**config.mk**
```make
export PLATFORM = sky130hd
export DESIGN_NAME = cpu_top
export DESIGN_NICKNAME = d
export VERILOG_FILES = /design/src/cpu_pkg.sv /design/src/cpu_top.sv /design/src/hazard_ctrl.sv /design/src/mem_unit.sv /design/src/execute_unit.sv /design/src/decode_unit.sv /design/src/fetch_unit.sv
export VERILOG_INCLUDE_DIRS = /design/src
export SDC_FILE = /design/constraint.sdc
export NUM_CORES = 2
export LEC_CHECK = 0
export BUFFER_PORTS_ARGS = -buffer_cell sky130_fd_sc_hd__clkbuf_2
export CELL_PAD_IN_SITES_DETAIL_PLACEMENT = 1
export CELL_PAD_IN_SITES_GLOBAL_PLACEMENT = 1
export CORE_MARGIN = 2
export CORE_UTILIZATION = 35
export CTS_BUF_LIST = sky130_fd_sc_hd__clkbuf_8
export CTS_CLUSTER_DIAMETER = 150
export DETAILED_ROUTE_END_ITERATION = 12
export PLACE_DENSITY_LB_ADDON = 0.3
export SYNTH_ARGS = -nofsm -noshare
export SYNTH_HDL_FRONTEND = slang
export SYNTH_SLANG_ARGS = --single-unit
export TNS_END_PERCENT = 10
```
**constraint.sdc**
```tcl
create_clock -name cpu_clk -period 5.83 [get_ports cpu_clk]
set_input_delay 0.8745 -clock cpu_clk [delete_from_list [all_inputs] [get_ports cpu_clk]]
set_output_delay 0.8745 -clock cpu_clk [all_outputs]
set_load 0.03 [all_outputs]
```
**src/cpu_defines.svh**
```systemverilog
`ifndef CPU_DEFINES_SVH
`define CPU_DEFINES_SVH

// first fetch address after reset
`define CPU_RESET_PC    32'h1c00_0000

`define XLEN            32      // data and address width
`define REG_NUM         32      // general registers, r0 reads zero

// register format, bits [31:15]
`define OP_ADD_W        17'h00020
`define OP_SUB_W        17'h00022
`define OP_SLT          17'h00024
`define OP_AND          17'h00029
`define OP_OR           17'h0002a
`define OP_XOR          17'h0002b

// 12-bit immediate format, bits [31:22]
`define OP_ADDI_W       10'h00a
`define OP_LD_W         10'h0a2
`define OP_ST_W         10'h0a6

// 20-bit immediate, bits [31:25]
`define OP_LU12I_W      7'h0a

// branches, bits [31:26]
`define OP_B            6'h14
`define OP_BEQ          6'h16
`define OP_BNE          6'h17

`endif
```
**src/cpu_pkg.sv**
```systemverilog
`include "cpu_defines.svh"

package cpu_pkg;

    // rd, rj, rk with a 17-bit opcode
    typedef struct packed {
        logic [16:0] opcode;
        logic [4:0]  rk;
        logic [4:0]  rj;
        logic [4:0]  rd;
    } r_fmt_t;

    // si12 form, used by addi.w, ld.w and st.w
    typedef struct packed {
        logic [9:0]  opcode;
        logic [11:0] imm;
        logic [4:0]  rj;
        logic [4:0]  rd;
    } i_fmt_t;

    typedef union packed {
        r_fmt_t r;
        i_fmt_t i;
    } inst_u;

    typedef enum logic [2:0] {
        ALU_ADD, ALU_SUB, ALU_AND, ALU_OR, ALU_XOR, ALU_SLT, ALU_PASS_B
    } alu_op_e;

    typedef enum logic [1:0] {BR_NONE, BR_EQ, BR_NE, BR_ALWAYS} br_kind_e;

    typedef enum logic [1:0] {FWD_RF, FWD_EX, FWD_MEM, FWD_WB} fwd_sel_e;

    typedef struct packed {
        alu_op_e    alu_op;
        logic       b_imm;      // operand b from immediate
        logic       reg_write;
        logic       load;
        logic       store;
        br_kind_e   br_kind;
        logic [4:0] rd;
    } ctrl_t;

    typedef struct packed {
        logic             valid;
        logic [`XLEN-1:0] pc;
        ctrl_t            ctrl;
        logic [`XLEN-1:0] op1;
        logic [`XLEN-1:0] op2;      // rk, or rd for st.w and branches
        logic [`XLEN-1:0] imm;
    } id_ex_t;

    typedef struct packed {
        logic             valid;
        logic [`XLEN-1:0] pc;
        logic             write;
        logic             load;
        logic             store;
        logic [4:0]       rd;
        logic [`XLEN-1:0] result;   // alu result or data address
        logic [`XLEN-1:0] sdata;
    } ex_mem_t;

    typedef struct packed {
        logic             valid;
        logic [`XLEN-1:0] pc;
        logic             write;
        logic [4:0]       rd;
        logic [`XLEN-1:0] data;
    } mem_wb_t;

endpackage

```
**src/cpu_top.sv**
```systemverilog
`timescale 1ns/1ns
`include "cpu_defines.svh"

module cpu_top (
    input  logic             cpu_clk,
    input  logic             cpu_rstn,
    output logic             ifetch_rreq,
    output logic [`XLEN-1:0] ifetch_addr,
    input  logic [`XLEN-1:0] ifetch_inst,
    output logic [3:0]       daccess_ren,
    output logic [3:0]       daccess_wen,
    output logic [`XLEN-1:0] daccess_addr,
    output logic [`XLEN-1:0] daccess_wdata,
    input  logic             daccess_valid,
    input  logic [`XLEN-1:0] daccess_rdata,
    input  logic             daccess_wresp,
    output logic [`XLEN-1:0] debug_wb_pc,
    output logic [3:0]       debug_wb_ena,
    output logic [4:0]       debug_wb_reg,
    output logic [`XLEN-1:0] debug_wb_value
);
    import cpu_pkg::*;

    logic             if_id_valid;
    logic [`XLEN-1:0] if_id_pc;
    inst_u            if_id_inst;
    id_ex_t           id_ex;
    ex_mem_t          ex_mem;
    mem_wb_t          wb;
    logic [4:0]       rs1, rs2;
    logic             rs1_re, rs2_re;
    fwd_sel_e         fwd1_sel, fwd2_sel;
    logic             stall_if_id, hold_all, flush_young;
    logic             br_taken, mem_wait;
    logic [`XLEN-1:0] br_target, ex_fwd, mem_fwd;

    fetch_unit u_fetch (
        .cpu_clk, .cpu_rstn,
        .stall(stall_if_id), .hold(hold_all), .flush(flush_young),
        .br_taken, .br_target, .ifetch_inst, .ifetch_rreq, .ifetch_addr,
        .if_id_valid, .if_id_pc, .if_id_inst
    );

    decode_unit u_decode (
        .cpu_clk, .cpu_rstn, .if_id_valid, .if_id_pc, .if_id_inst,
        .stall(stall_if_id), .hold(hold_all), .flush(flush_young),
        .fwd1_sel, .fwd2_sel, .ex_fwd, .mem_fwd, .wb,
        .rs1, .rs2, .rs1_re, .rs2_re, .id_ex
    );

    execute_unit u_execute (
        .cpu_clk, .cpu_rstn, .id_ex, .hold(hold_all),
        .br_taken, .br_target, .ex_fwd, .ex_mem
    );

    mem_unit u_mem (
        .cpu_clk, .cpu_rstn, .ex_mem, .hold(hold_all),
        .daccess_ren, .daccess_wen, .daccess_addr, .daccess_wdata,
        .daccess_valid, .daccess_rdata, .daccess_wresp,
        .mem_wait, .mem_fwd, .wb,
        .debug_wb_pc, .debug_wb_ena, .debug_wb_reg, .debug_wb_value
    );

    hazard_ctrl u_hazard (
        .rs1, .rs2, .rs1_re, .rs2_re, .id_ex, .ex_mem, .wb,
        .mem_wait, .br_taken, .fwd1_sel, .fwd2_sel,
        .stall_if_id, .hold_all, .flush_young
    );

endmodule

```
**src/hazard_ctrl.sv**
```systemverilog
`timescale 1ns/1ns

module hazard_ctrl (
    input  logic              [4:0] rs1,
    input  logic              [4:0] rs2,
    input  logic                    rs1_re,
    input  logic                    rs2_re,
    input  cpu_pkg::id_ex_t         id_ex,
    input  cpu_pkg::ex_mem_t        ex_mem,
    input  cpu_pkg::mem_wb_t        wb,
    input  logic                    mem_wait,
    input  logic                    br_taken,
    output cpu_pkg::fwd_sel_e       fwd1_sel,
    output cpu_pkg::fwd_sel_e       fwd2_sel,
    output logic                    stall_if_id,
    output logic                    hold_all,
    output logic                    flush_young
);
    import cpu_pkg::*;

    logic ex_hit1, ex_hit2, mem_hit1, mem_hit2, wb_hit1, wb_hit2;

    function automatic logic hit(input logic v, input logic we,
                                 input logic [4:0] dst, input logic [4:0] src);
        return v && we && (dst != 5'd0) && (dst == src);
    endfunction

    // youngest writer wins
    function automatic fwd_sel_e pick(input logic e, input logic m, input logic w);
        if (e)
            return FWD_EX;
        else if (m)
            return FWD_MEM;
        else if (w)
            return FWD_WB;
        return FWD_RF;
    endfunction

    assign ex_hit1  = hit(id_ex.valid, id_ex.ctrl.reg_write, id_ex.ctrl.rd, rs1);
    assign ex_hit2  = hit(id_ex.valid, id_ex.ctrl.reg_write, id_ex.ctrl.rd, rs2);
    assign mem_hit1 = hit(ex_mem.valid, ex_mem.write, ex_mem.rd, rs1);
    assign mem_hit2 = hit(ex_mem.valid, ex_mem.write, ex_mem.rd, rs2);
    assign wb_hit1  = hit(wb.valid, wb.write, wb.rd, rs1);
    assign wb_hit2  = hit(wb.valid, wb.write, wb.rd, rs2);

    assign fwd1_sel = pick(ex_hit1, mem_hit1, wb_hit1);
    assign fwd2_sel = pick(ex_hit2, mem_hit2, wb_hit2);

    // load data not ready in EX, wait one cycle and take it from MEM
    assign stall_if_id = id_ex.ctrl.load && ((rs1_re && ex_hit1) || (rs2_re && ex_hit2));
    assign hold_all    = mem_wait;
    assign flush_young = br_taken && !hold_all;

    // EX holds either a load or a branch, never both
    always_comb begin
        a_no_stall_flush: assert final (!(stall_if_id && flush_young));
    end

endmodule

```
**src/mem_unit.sv**
```systemverilog
`timescale 1ns/1ns
`include "cpu_defines.svh"

module mem_unit (
    input  logic             cpu_clk,
    input  logic             cpu_rstn,
    input  cpu_pkg::ex_mem_t ex_mem,
    input  logic             hold,
    output logic [3:0]       daccess_ren,
    output logic [3:0]       daccess_wen,
    output logic [`XLEN-1:0] daccess_addr,
    output logic [`XLEN-1:0] daccess_wdata,
    input  logic             daccess_valid,
    input  logic [`XLEN-1:0] daccess_rdata,
    input  logic             daccess_wresp,
    output logic             mem_wait,
    output logic [`XLEN-1:0] mem_fwd,
    output cpu_pkg::mem_wb_t wb,
    output logic [`XLEN-1:0] debug_wb_pc,
    output logic [3:0]       debug_wb_ena,
    output logic [4:0]       debug_wb_reg,
    output logic [`XLEN-1:0] debug_wb_value
);

    logic is_ld, is_st;

    // misaligned accesses already lost load/store in EX
    assign is_ld = ex_mem.valid && ex_mem.load;
    assign is_st = ex_mem.valid && ex_mem.store;

    assign daccess_ren   = {4{is_ld}};      // word only
    assign daccess_wen   = {4{is_st}};
    assign daccess_addr  = ex_mem.result;
    assign daccess_wdata = ex_mem.sdata;

    // request held until its single-cycle response
    assign mem_wait = (is_ld && !daccess_valid) || (is_st && !daccess_wresp);

    assign mem_fwd = ex_mem.load ? daccess_rdata : ex_mem.result;

    // WB drains to a bubble while MEM waits, so each entry retires once
    always_ff @(posedge cpu_clk or negedge cpu_rstn) begin
        if (!cpu_rstn) begin
            wb <= '0;
        end else if (hold) begin
            wb.valid <= 1'b0;
        end else begin
            wb.valid <= ex_mem.valid;
            wb.pc    <= ex_mem.pc;
            wb.write <= ex_mem.write;
            wb.rd    <= ex_mem.rd;
            wb.data  <= mem_fwd;
        end
    end

    assign debug_wb_pc    = wb.pc;
    assign debug_wb_ena   = {4{wb.valid && wb.write && wb.rd != 5'd0}};   // r0 not reported
    assign debug_wb_reg   = wb.rd;
    assign debug_wb_value = wb.data;

    a_req_stable: assert property (
        @(posedge cpu_clk) disable iff (!cpu_rstn)
        mem_wait |=> $stable(daccess_ren) && $stable(daccess_wen)
                     && $stable(daccess_addr) && $stable(daccess_wdata));

endmodule

```
**src/execute_unit.sv**
```systemverilog
`timescale 1ns/1ns
`include "cpu_defines.svh"

module execute_unit (
    input  logic             cpu_clk,
    input  logic             cpu_rstn,
    input  cpu_pkg::id_ex_t  id_ex,
    input  logic             hold,
    output logic             br_taken,
    output logic [`XLEN-1:0] br_target,
    output logic [`XLEN-1:0] ex_fwd,
    output cpu_pkg::ex_mem_t ex_mem
);
    import cpu_pkg::*;

    logic [`XLEN-1:0] b, result;
    logic             misalign;     // word access with low bits set
    logic             eq;

    assign b = id_ex.ctrl.b_imm ? id_ex.imm : id_ex.op2;

    always_comb begin
        case (id_ex.ctrl.alu_op)
            ALU_SUB:    result = id_ex.op1 - b;
            ALU_AND:    result = id_ex.op1 & b;
            ALU_OR:     result = id_ex.op1 | b;
            ALU_XOR:    result = id_ex.op1 ^ b;
            ALU_SLT:    result = {{(`XLEN-1){1'b0}}, $signed(id_ex.op1) < $signed(b)};
            ALU_PASS_B: result = b;                     // lu12i.w
            default:    result = id_ex.op1 + b;         // add, addi, address
        endcase
    end

    assign ex_fwd = result;

    // beq/bne compare rj with rd, both in op1/op2
    assign eq = (id_ex.op1 == id_ex.op2);
    always_comb begin
        case (id_ex.ctrl.br_kind)
            BR_EQ:     br_taken = id_ex.valid && eq;
            BR_NE:     br_taken = id_ex.valid && !eq;
            BR_ALWAYS: br_taken = id_ex.valid;
            default:   br_taken = 1'b0;
        endcase
    end
    assign br_target = id_ex.pc + id_ex.imm;

    assign misalign = (id_ex.ctrl.load || id_ex.ctrl.store) && (result[1:0] != 2'b00);

    always_ff @(posedge cpu_clk or negedge cpu_rstn) begin
        if (!cpu_rstn) begin
            ex_mem <= '0;
        end else if (!hold) begin
            ex_mem.valid  <= id_ex.valid;
            ex_mem.pc     <= id_ex.pc;
            ex_mem.write  <= id_ex.valid && id_ex.ctrl.reg_write && !misalign;
            ex_mem.load   <= id_ex.valid && id_ex.ctrl.load && !misalign;
            ex_mem.store  <= id_ex.valid && id_ex.ctrl.store && !misalign;
            ex_mem.rd     <= id_ex.ctrl.rd;
            ex_mem.result <= result;
            ex_mem.sdata  <= id_ex.op2;
        end
    end

    // a redirect comes from a real branch, which writes nothing
    a_br_valid: assert property (
        @(posedge cpu_clk) disable iff (!cpu_rstn)
        br_taken |-> id_ex.valid && !id_ex.ctrl.reg_write
                     && !id_ex.ctrl.load && !id_ex.ctrl.store);

endmodule

```
**src/decode_unit.sv**
```systemverilog
`timescale 1ns/1ns
`include "cpu_defines.svh"

module decode_unit (
    input  logic               cpu_clk,
    input  logic               cpu_rstn,
    input  logic               if_id_valid,
    input  logic [`XLEN-1:0]   if_id_pc,
    input  cpu_pkg::inst_u     if_id_inst,
    input  logic               stall,
    input  logic               hold,
    input  logic               flush,
    input  cpu_pkg::fwd_sel_e  fwd1_sel,
    input  cpu_pkg::fwd_sel_e  fwd2_sel,
    input  logic [`XLEN-1:0]   ex_fwd,
    input  logic [`XLEN-1:0]   mem_fwd,
    input  cpu_pkg::mem_wb_t   wb,
    output logic [4:0]         rs1,
    output logic [4:0]         rs2,
    output logic               rs1_re,
    output logic               rs2_re,
    output cpu_pkg::id_ex_t    id_ex
);
    import cpu_pkg::*;

    logic [`XLEN-1:0] rf [`REG_NUM];    // no reset, r0 masked on read
    logic [`XLEN-1:0] rf_rd1, rf_rd2, op1, op2, imm;
    ctrl_t            ctrl;
    logic             r_type;           // second source is rk
    logic             rj_use;
    logic             rd_use;           // st.w, beq, bne read rd

    function automatic logic [`XLEN-1:0] fwd_mux(input fwd_sel_e sel,
                                                 input logic [`XLEN-1:0] rf_v,
                                                 input logic [`XLEN-1:0] ex_v,
                                                 input logic [`XLEN-1:0] mem_v,
                                                 input logic [`XLEN-1:0] wb_v);
        case (sel)
            FWD_EX:  return ex_v;
            FWD_MEM: return mem_v;
            FWD_WB:  return wb_v;
            default: return rf_v;
        endcase
    endfunction

    always_comb begin
        ctrl    = '0;               // unknown opcode decodes as a no-op
        ctrl.rd = if_id_inst.r.rd;
        r_type  = 1'b0;
        rj_use  = 1'b0;
        rd_use  = 1'b0;
        imm     = {{(`XLEN-12){if_id_inst.i.imm[11]}}, if_id_inst.i.imm};
        case (if_id_inst.r.opcode)
            `OP_ADD_W: begin ctrl.alu_op = ALU_ADD; r_type = 1'b1; end
            `OP_SUB_W: begin ctrl.alu_op = ALU_SUB; r_type = 1'b1; end
            `OP_AND:   begin ctrl.alu_op = ALU_AND; r_type = 1'b1; end
            `OP_OR:    begin ctrl.alu_op = ALU_OR;  r_type = 1'b1; end
            `OP_XOR:   begin ctrl.alu_op = ALU_XOR; r_type = 1'b1; end
            `OP_SLT:   begin ctrl.alu_op = ALU_SLT; r_type = 1'b1; end
            default: ;
        endcase
        ctrl.reg_write = r_type;
        // si12 group, address is rj + si12
        case (if_id_inst.i.opcode)
            `OP_ADDI_W: begin ctrl.b_imm = 1'b1; ctrl.reg_write = 1'b1; rj_use = 1'b1; end
            `OP_LD_W: begin
                ctrl.b_imm     = 1'b1;
                ctrl.reg_write = 1'b1;
                ctrl.load      = 1'b1;
                rj_use         = 1'b1;
            end
            `OP_ST_W: begin
                ctrl.b_imm = 1'b1;
                ctrl.store = 1'b1;
                rj_use     = 1'b1;
                rd_use     = 1'b1;      // store data
            end
            default: ;
        endcase
        if (if_id_inst.r.opcode[16:10] == `OP_LU12I_W) begin
            ctrl.alu_op    = ALU_PASS_B;
            ctrl.b_imm     = 1'b1;
            ctrl.reg_write = 1'b1;
            imm = {if_id_inst.r.opcode[9:0], if_id_inst.r.rk, if_id_inst.r.rj, 12'd0};
        end
        // offs16 sits in [25:10], offs26 adds [9:0] on top
        case (if_id_inst.r.opcode[16:11])
            `OP_BEQ, `OP_BNE: begin
                ctrl.br_kind = (if_id_inst.r.opcode[11]) ? BR_NE : BR_EQ;
                rj_use       = 1'b1;
                rd_use       = 1'b1;
                imm = {{(`XLEN-18){if_id_inst.r.opcode[10]}},
                       if_id_inst.r.opcode[10:0], if_id_inst.r.rk, 2'b00};
            end
            `OP_B: begin
                ctrl.br_kind = BR_ALWAYS;
                imm = {{(`XLEN-28){if_id_inst.r.rj[4]}}, if_id_inst.r.rj, if_id_inst.r.rd,
                       if_id_inst.r.opcode[10:0], if_id_inst.r.rk, 2'b00};
            end
            default: ;
        endcase
    end

    assign rs1    = if_id_inst.r.rj;
    assign rs2    = r_type ? if_id_inst.r.rk : if_id_inst.r.rd;
    assign rs1_re = if_id_valid && (r_type || rj_use);
    assign rs2_re = if_id_valid && (r_type || rd_use);

    // same-cycle WB write is covered by the WB forward
    assign rf_rd1 = (rs1 == 5'd0) ? '0 : rf[rs1];
    assign rf_rd2 = (rs2 == 5'd0) ? '0 : rf[rs2];
    assign op1    = fwd_mux(fwd1_sel, rf_rd1, ex_fwd, mem_fwd, wb.data);
    assign op2    = fwd_mux(fwd2_sel, rf_rd2, ex_fwd, mem_fwd, wb.data);

    always_ff @(posedge cpu_clk) begin
        if (wb.valid && wb.write && wb.rd != 5'd0)
            rf[wb.rd] <= wb.data;
    end

    always_ff @(posedge cpu_clk or negedge cpu_rstn) begin
        if (!cpu_rstn) begin
            id_ex <= '0;
        end else if (!hold) begin
            if (stall || flush) begin
                id_ex <= '0;            // bubble
            end else begin
                id_ex.valid <= if_id_valid;
                id_ex.pc    <= if_id_pc;
                id_ex.ctrl  <= ctrl;
                id_ex.op1   <= op1;
                id_ex.op2   <= op2;
                id_ex.imm   <= imm;
            end
        end
    end

endmodule

```
**src/fetch_unit.sv**
```systemverilog
`timescale 1ns/1ns
`include "cpu_defines.svh"

module fetch_unit (
    input  logic             cpu_clk,
    input  logic             cpu_rstn,
    input  logic             stall,
    input  logic             hold,
    input  logic             flush,
    input  logic             br_taken,
    input  logic [`XLEN-1:0] br_target,
    input  logic [`XLEN-1:0] ifetch_inst,
    output logic             ifetch_rreq,
    output logic [`XLEN-1:0] ifetch_addr,
    output logic             if_id_valid,
    output logic [`XLEN-1:0] if_id_pc,
    output cpu_pkg::inst_u   if_id_inst
);

    logic             fetch_on;     // low through reset, then stays high
    logic [`XLEN-1:0] pc;

    assign ifetch_rreq = fetch_on && !stall && !hold;
    assign ifetch_addr = pc;        // inst comes back in the same cycle

    always_ff @(posedge cpu_clk or negedge cpu_rstn) begin
        if (!cpu_rstn)
            fetch_on <= 1'b0;
        else
            fetch_on <= 1'b1;
    end

    // not-taken prediction, EX redirect wins
    always_ff @(posedge cpu_clk or negedge cpu_rstn) begin
        if (!cpu_rstn) begin
            pc <= `CPU_RESET_PC;
        end else if (!hold) begin
            if (br_taken)
                pc <= br_target;
            else if (fetch_on && !stall)
                pc <= pc + `XLEN'd4;
        end
    end

    always_ff @(posedge cpu_clk or negedge cpu_rstn) begin
        if (!cpu_rstn) begin
            if_id_valid <= 1'b0;
        end else if (!hold) begin
            if (flush)
                if_id_valid <= 1'b0;      // wrong-path fetch dropped
            else if (!stall)
                if_id_valid <= fetch_on;
        end
    end

    always_ff @(posedge cpu_clk) begin
        if (!hold && !flush && !stall) begin
            if_id_pc   <= pc;
            if_id_inst <= ifetch_inst;
        end
    end

    // branch targets come from EX, must stay word aligned
    a_pc_aligned: assert property (
        @(posedge cpu_clk) disable iff (!cpu_rstn) pc[1:0] == 2'b00);

endmodule

```
Word-level counts from Yosys, hierarchy flattened
Memory sizes are Yosys's and may differ from the RTL's. A register that Yosys moved wholly into a read port is not among the register bits.
Index checks and enable logic that the tools add are counted.
Storage, ports and cells
  flip-flop bits (word level): 417
  latch bits: 0
  bits in writable memories: 1024
  memory bits (read-only): 0
  word-level logic and storage cells: 181
  memories: 1
Cells by class
  add/sub/neg operators: 4
  $mul: 0
  divide/modulo/power cells: 0
  order comparisons: 1
  equality and inequality tests: 36
  shifts and indexed selects: 0
  mux-type cells: 45
  bitwise logic cells: 4
  reductions and logical operators: 60
Memory list
  u_decode.rf: depth 32, bits a word 32, read ports 2, clocked after Yosys merged registers in 1, wr ports 1, line decode_unit.sv:26  | logic [`XLEN-1:0] rf [`REG_NUM];
Operator list (number)
  $mux 32: 7
  $pmux 32 s3: 2
  $pmux 32 s6: 1
  $mux 143: 1
  $eq 17x6->1 const B: 6
  $add 32x32->32: 2
  $pmux 32 s2: 1
  $logic_and 1x1->1: 34
  $add 32x3->32 const B: 1
  $and 32x32->32: 1
  $eq 32x32->1: 1
  $lt 32x32->1: 1
  $or 32x32->32: 1
  $sub 32x32->32: 1
  $xor 32x32->32: 1
  $eq 5x5->1: 6
  $eq 10x8->1 const B: 2
  $eq 6x5->1 const B: 3
  $mux 1: 18
  $mux 2: 9
  $mux 5: 3
  $pmux 3 s5: 1
  $reduce_bool 5->1: 3
  $eq 2x2->1 const B: 6
  other kinds (18): 38

Longest topological paths before layout
  depth in word-level cells: 13
  gate-level depth with buffers: 18
  depth with buffers taken out: 16

Modules after synthesis
From an unflattened synthesis, not the netlist that was laid out.
Unflattened totals
  cells, all modules: 5867
  area, all modules: 76547.2 µm²
Modules (own cells, without submodules)
  decode_unit: times used 1, cells each 3646, area an instance 55375.6 µm², seq. area each 34327.9 µm²
  execute_unit: times used 1, cells each 1508, area an instance 12339.3 µm², seq. area each 2627.5 µm²
  mem_unit: times used 1, cells each 337, area an instance 4269.1 µm², seq. area each 1776.7 µm²
  fetch_unit: times used 1, cells each 313, area an instance 4075.2 µm², seq. area each 2776.4 µm²
  hazard_ctrl: times used 1, cells each 63, area an instance 488.0 µm², seq. area each 0.0 µm²

Worst setup path before layout
No wires, ideal clock.
  kind: register to register
  start: reg, netlist name u_decode.id_ex[106]
  end: reg, netlist name u_decode.id_ex[61]
  arrival: 4.627 ns
  data required time: 5.708 ns
  path slack: 1.081 ns
  cell stages (with the launch flop): 18
  path through: dfrtp_1 > clkbuf_1 > clkbuf_1 > buf_1 > mux2i_1 > ha_1 > clkbuf_1 > a21oi_1 > o21bai_1 > a222oi_1 > nand4_1 > a311o_1 > a21oi_1 > o311ai_0 > mux2i_1 > nor3_1 > nand2_1 > a32o_1
Between the ends
  longest elaborated chain between the ends: 5
  elaborated cells on any way between the ends: 9
  those cells by class: 2 x add/sub; 4 x mux; 3 x bitwise
Ends and longest elaborated chain
  $mux 32 (*): line execute_unit.sv:20  | assign b = id_ex.ctrl.b_imm ? id_ex.imm : id_ex.op2;
  $add 32x32->32, or another cell as far along: line execute_unit.sv:30  | default: result = id_ex.op1 + b;
  $pmux 32 s6 (*): line execute_unit.sv:23  | case (id_ex.ctrl.alu_op)
  $pmux 32 s3 (*): line decode_unit.sv:38  | case (sel)
  $mux 143 (*): line decode_unit.sv:124  | if (stall || flush) begin
Mark *: on every way between the ends. The rest lies on a longest branch, timed or not.
A chain may end at the register's enable or synchronous reset.

Final worst setup path
  start: reg u_fetch.if_id_inst[26] (netlist bit)
  end: reg, netlist name u_decode.id_ex[45]
Between the ends
  longest elaborated chain between the ends: 13
  elaborated cells on any way between the ends: 49
  those cells by class: 17 x eq/ne; 15 x mux; 16 x reduce/logical; 1 x memory
Ends and longest elaborated chain
  start: declaration: line fetch_unit.sv:17  | output cpu_pkg::inst_u if_id_inst
  start signal: assignment: line fetch_unit.sv:59  | if_id_inst <= ifetch_inst;
  $eq 17x6->1: line decode_unit.sv:53  | case (if_id_inst.r.opcode)
  $reduce_or 6->1 (no source line)
  $mux 1: line decode_unit.sv:53
  $mux 5: line decode_unit.sv:105  | assign rs2 = r_type ? if_id_inst.r.rk : if_id_inst.r.rd;
  $eq 5x5->1: line hazard_ctrl.sv:25  | return v && we && (dst != 5'd0) && (dst == src);
  $logic_and 1x1->1: line hazard_ctrl.sv:25
  $mux 1: line hazard_ctrl.sv:34  | else if (w)
  $mux 1: line hazard_ctrl.sv:32  | else if (m)
  $mux 1: line hazard_ctrl.sv:30  | if (e)
  $mux 2: line hazard_ctrl.sv:36  | return FWD_RF;
  $eq 2x2->1 or $eq 2x1->1 (tied branches): line decode_unit.sv:38
  $pmux 32 s3: line decode_unit.sv:38
  $mux 143 (*): line decode_unit.sv:124
Marks and branches as above.

==> results.toml <==
[critical_path]
end_kind = "register"
cp_slowest_cell = "a21oi_1"
path_max_fanout = 61
worstPathArrival_ns = 6.38
start_kind = "register"
worstPathRequired_ns = 6.63
cpPeakStageDelay_ns = 1.23
critical_path.cell_chain = "nor4_2, nand4b_1, nor3_1, a21o_4, buf_12, buf_12, mux2i_1, o22ai_1, nor4_1, a21oi_1, a21oi_1, o32ai_1"
crit_type = "register to register"

[job]
maxCapViolations = 1

[synthesis]
ys_ff_latch = 1446
synth.cell_area_sq_um = 75400
synth_common_cells = "1,180 x nand2_1, 1,088 x edfxtp_1, 408 x mux4_2"
synth_top_family_by_area = "multiplexers"
yosys-top-cells-area = "edfxtp_1 43%, mux4_2 12%, dfrtp_1 12%"
yosysUniqueCellTypes = 92
synth_area_per_cell_sq_um = 12.2
async_reset_ff_frac = 0.244
yosys.area_share.simple = 0.105
ys.flop_type = "edfxtp_1"
muxShareOfSynthArea = 0.149
synth_edf_count = 1088
synth_largest_area_cell = "edfxtp_1"
synthAdderAreaFrac = 0.0254
synth_most_common_cell = "nand2_1"
yosysSeqAreaShare = 0.552
synthXorXnorAreaFrac = 0.0145
synth_top_cell_area_share = 0.434
syn_inst = 6200
synth_compound_area_frac = 0.107
ys.warnings.count = 0

[timing]
worst_slew_pin_slew_ns = 1.50
drv_slew = 0
finalCritPeriodShare = 0.958
finClkSkew_ns = 0.0920
tns_ns = 0
max_freq_mhz = 179
maxSlewHeadroom = 0.000880
hold_viol = 0
timing.hold.ws_ns = 0.0973
rsz0062_at_grt = "false"
setup_viol = 0
period_needed_ns = 5.58

[pwr]
p_clk_frac = 0.313
finalPower_uw = 29200
power_density_nw_per_um2 = 344
pwr-share-seq = 0.456
power.switching_uw = 9940
p_leak_uw = 0.0317
peakVddDrop_mv = 0.251
netSwitchingFraction = 0.341
power_frac_comb = 0.232
power.internal_uw = 19200

[routing]
wire_per_inst_um = 32.2
drt-total-wl_um = 304000
vias = 57326
drt-initial-drc-count = 6984
post-route-drc-count = 0
ant_nets = 0
firstDrtPassIters = 8
routed_via_density = 6.06

[global_routing]
grt_pass1_wl_um = 431000
grt_usage = 0.273
grt_max_degree = 157
grt_pass1_vias = 57320
antenna_found_initial = 15
grt_overflow_total = 0

[clocking]
cts_tree = "yes"
cts_inserted_buffers = 241
clkTransAtPathRegs_ns = 0.07
ctsRootBufferMaster = "clkbuf_8"
cts.sinks = 1446
htreeDepth = 4
clock_path_buffers = 3
clk_latency_ns = 1.04

[placement]
dp_hpwl_um = 198000
port-buffer-count = 245
gp_congestion = 0.981

[final_layout]
fill_cells = 22809
largest_reg_flops = 1024
finish.net_count = 6627
area_growth_pct = 12.7
drive_gt1_frac = 0.202
regArea_sq_um = 41600
multi_input_area_sq_um = 30800
reg_top3 = "u_decode.rf: 1024 flops, u_decode.id_ex: 143 flops, u_execute.ex_mem: 105 flops"
largest-register = "u_decode.rf"

[floorplanning]
die_area_sq_um = 219000
die_width_um = 468
rows = 170
die_height_um = 468
start_util = 0.351
coreArea_sq_um = 214000
io_pins = 246

[outcome]
status = "finished, violations left"
violations = "max-capacitance violations"

[worst_hold_path]
hold_class = "primary input to register"
[cell families (layout without fill, tap and decap cells)]
logic type      after synthesis  after routing
buf+inv                     738           1117
other cells                   2             37
compound gates             1260           1260
fa+ha+maj                   151            151
xor+xnor                    125            125
simple gates               1867           1867
flops                      1446           1446
mux                         611            611
[cell usage in the layout, fill, tap and decap left out, drive strengths merged, types with 108 or more instances in the layout]
cell / count
mux4: 408
nand2: 1181
clkbuf: 506
inv: 263
ha: 148
o21ai: 242
dfrtp: 350
o22ai: 108
a21oi: 405
mux2i: 184
edfxtp: 1088
buf: 245
nand3: 111
nor2: 259
[power groups by stage]
stage          Sequential, uW  Combinational, uW  Clock (uW)
2_1_floorplan           13700               3600           0
3_3_place_gp            13500               6510           0
3_5_place_dp            13500               6630           0
4_1_cts                 13300               6660        9250
5_1_grt                 13300               7170        9660
6_report                13300               6770        9120
[area by class of cell]
class / instances / area share
well taps: 2838 / 0.0418
repair buffers: 503 / 0.0423
diodes: 4 / 0.000118
flip-flops and latches: 1446 / 0.490
multi-input cells: 4047 / 0.362
clock inverters: 183 / 0.0135
clock buffers: 262 / 0.0424
inverters: 169 / 0.00753
[stage by stage]
stage / setup WS (ns) / cell area, sq um / util / instances
5_1_grt: 0.100 / 84900 / 0.396 / 9449
4_1_cts: 0.00214 / 84900 / 0.396 / 9447
3_5_place_dp: 0.365 / 80000 / 0.373 / 8988
2_1_floorplan: 1.08 / 75500 / - / 6231
3_3_place_gp: -1.01 / 80000 / 0.373 / 8986
6_report: 0.248 / 85000 / 0.396 / 9452
[routing by layer]
metal | up-vias | GRT usage | routed length, um | part of all wire
met5 | - | 0 | 190 | 0.00062
met4 | 4 | 0.119 | 14300 | 0.047
met3 | 649 | 0.0497 | 27500 | 0.090
met2 | 3100 | 0.428 | 140000 | 0.46
met1 | 29903 | 0.369 | 123000 | 0.40
li1 | 23670 | - | - | -
[critical path, delay by kind of cell, from the launching register on]
family                 cells  cell delay, ns
AO/OA/AOI/OAI              5            2.25
AND/OR/NAND/NOR            4            1.49
buffers and inverters      2            0.69
flip-flops                 1            0.51
multiplexers               1            0.27
[final timing paths]
path / startpoint / cells past startpoint / endpoint / slack [ns]
min in group asynchronous: cpu_rstn / 2 / u_execute.ex_mem[23] / 0.44
min reg2reg: u_fetch.if_id_pc[23] / 1 / u_decode.id_ex[133] / 0.45
min: ifetch_inst[10] / 1 / u_fetch.if_id_inst[10] / 0.1
max: u_fetch.if_id_inst[26] / 12 / u_decode.id_ex[45] / 0.25
max reg2reg: u_fetch.if_id_inst[26] / 12 / u_decode.id_ex[45] / 0.25
max in group asynchronous: cpu_rstn / 3 / u_decode.id_ex[114] / 3.89
[timing repair]
action,4_1_cts,5_1_grt
resized for setup,0,1
hold buffers,14,0
endpoints found under the setup margin,0,1
hold endpoints to repair,102,0
setup buffers,0,1
No activity file was read; power rests on OpenSTA's default activity.
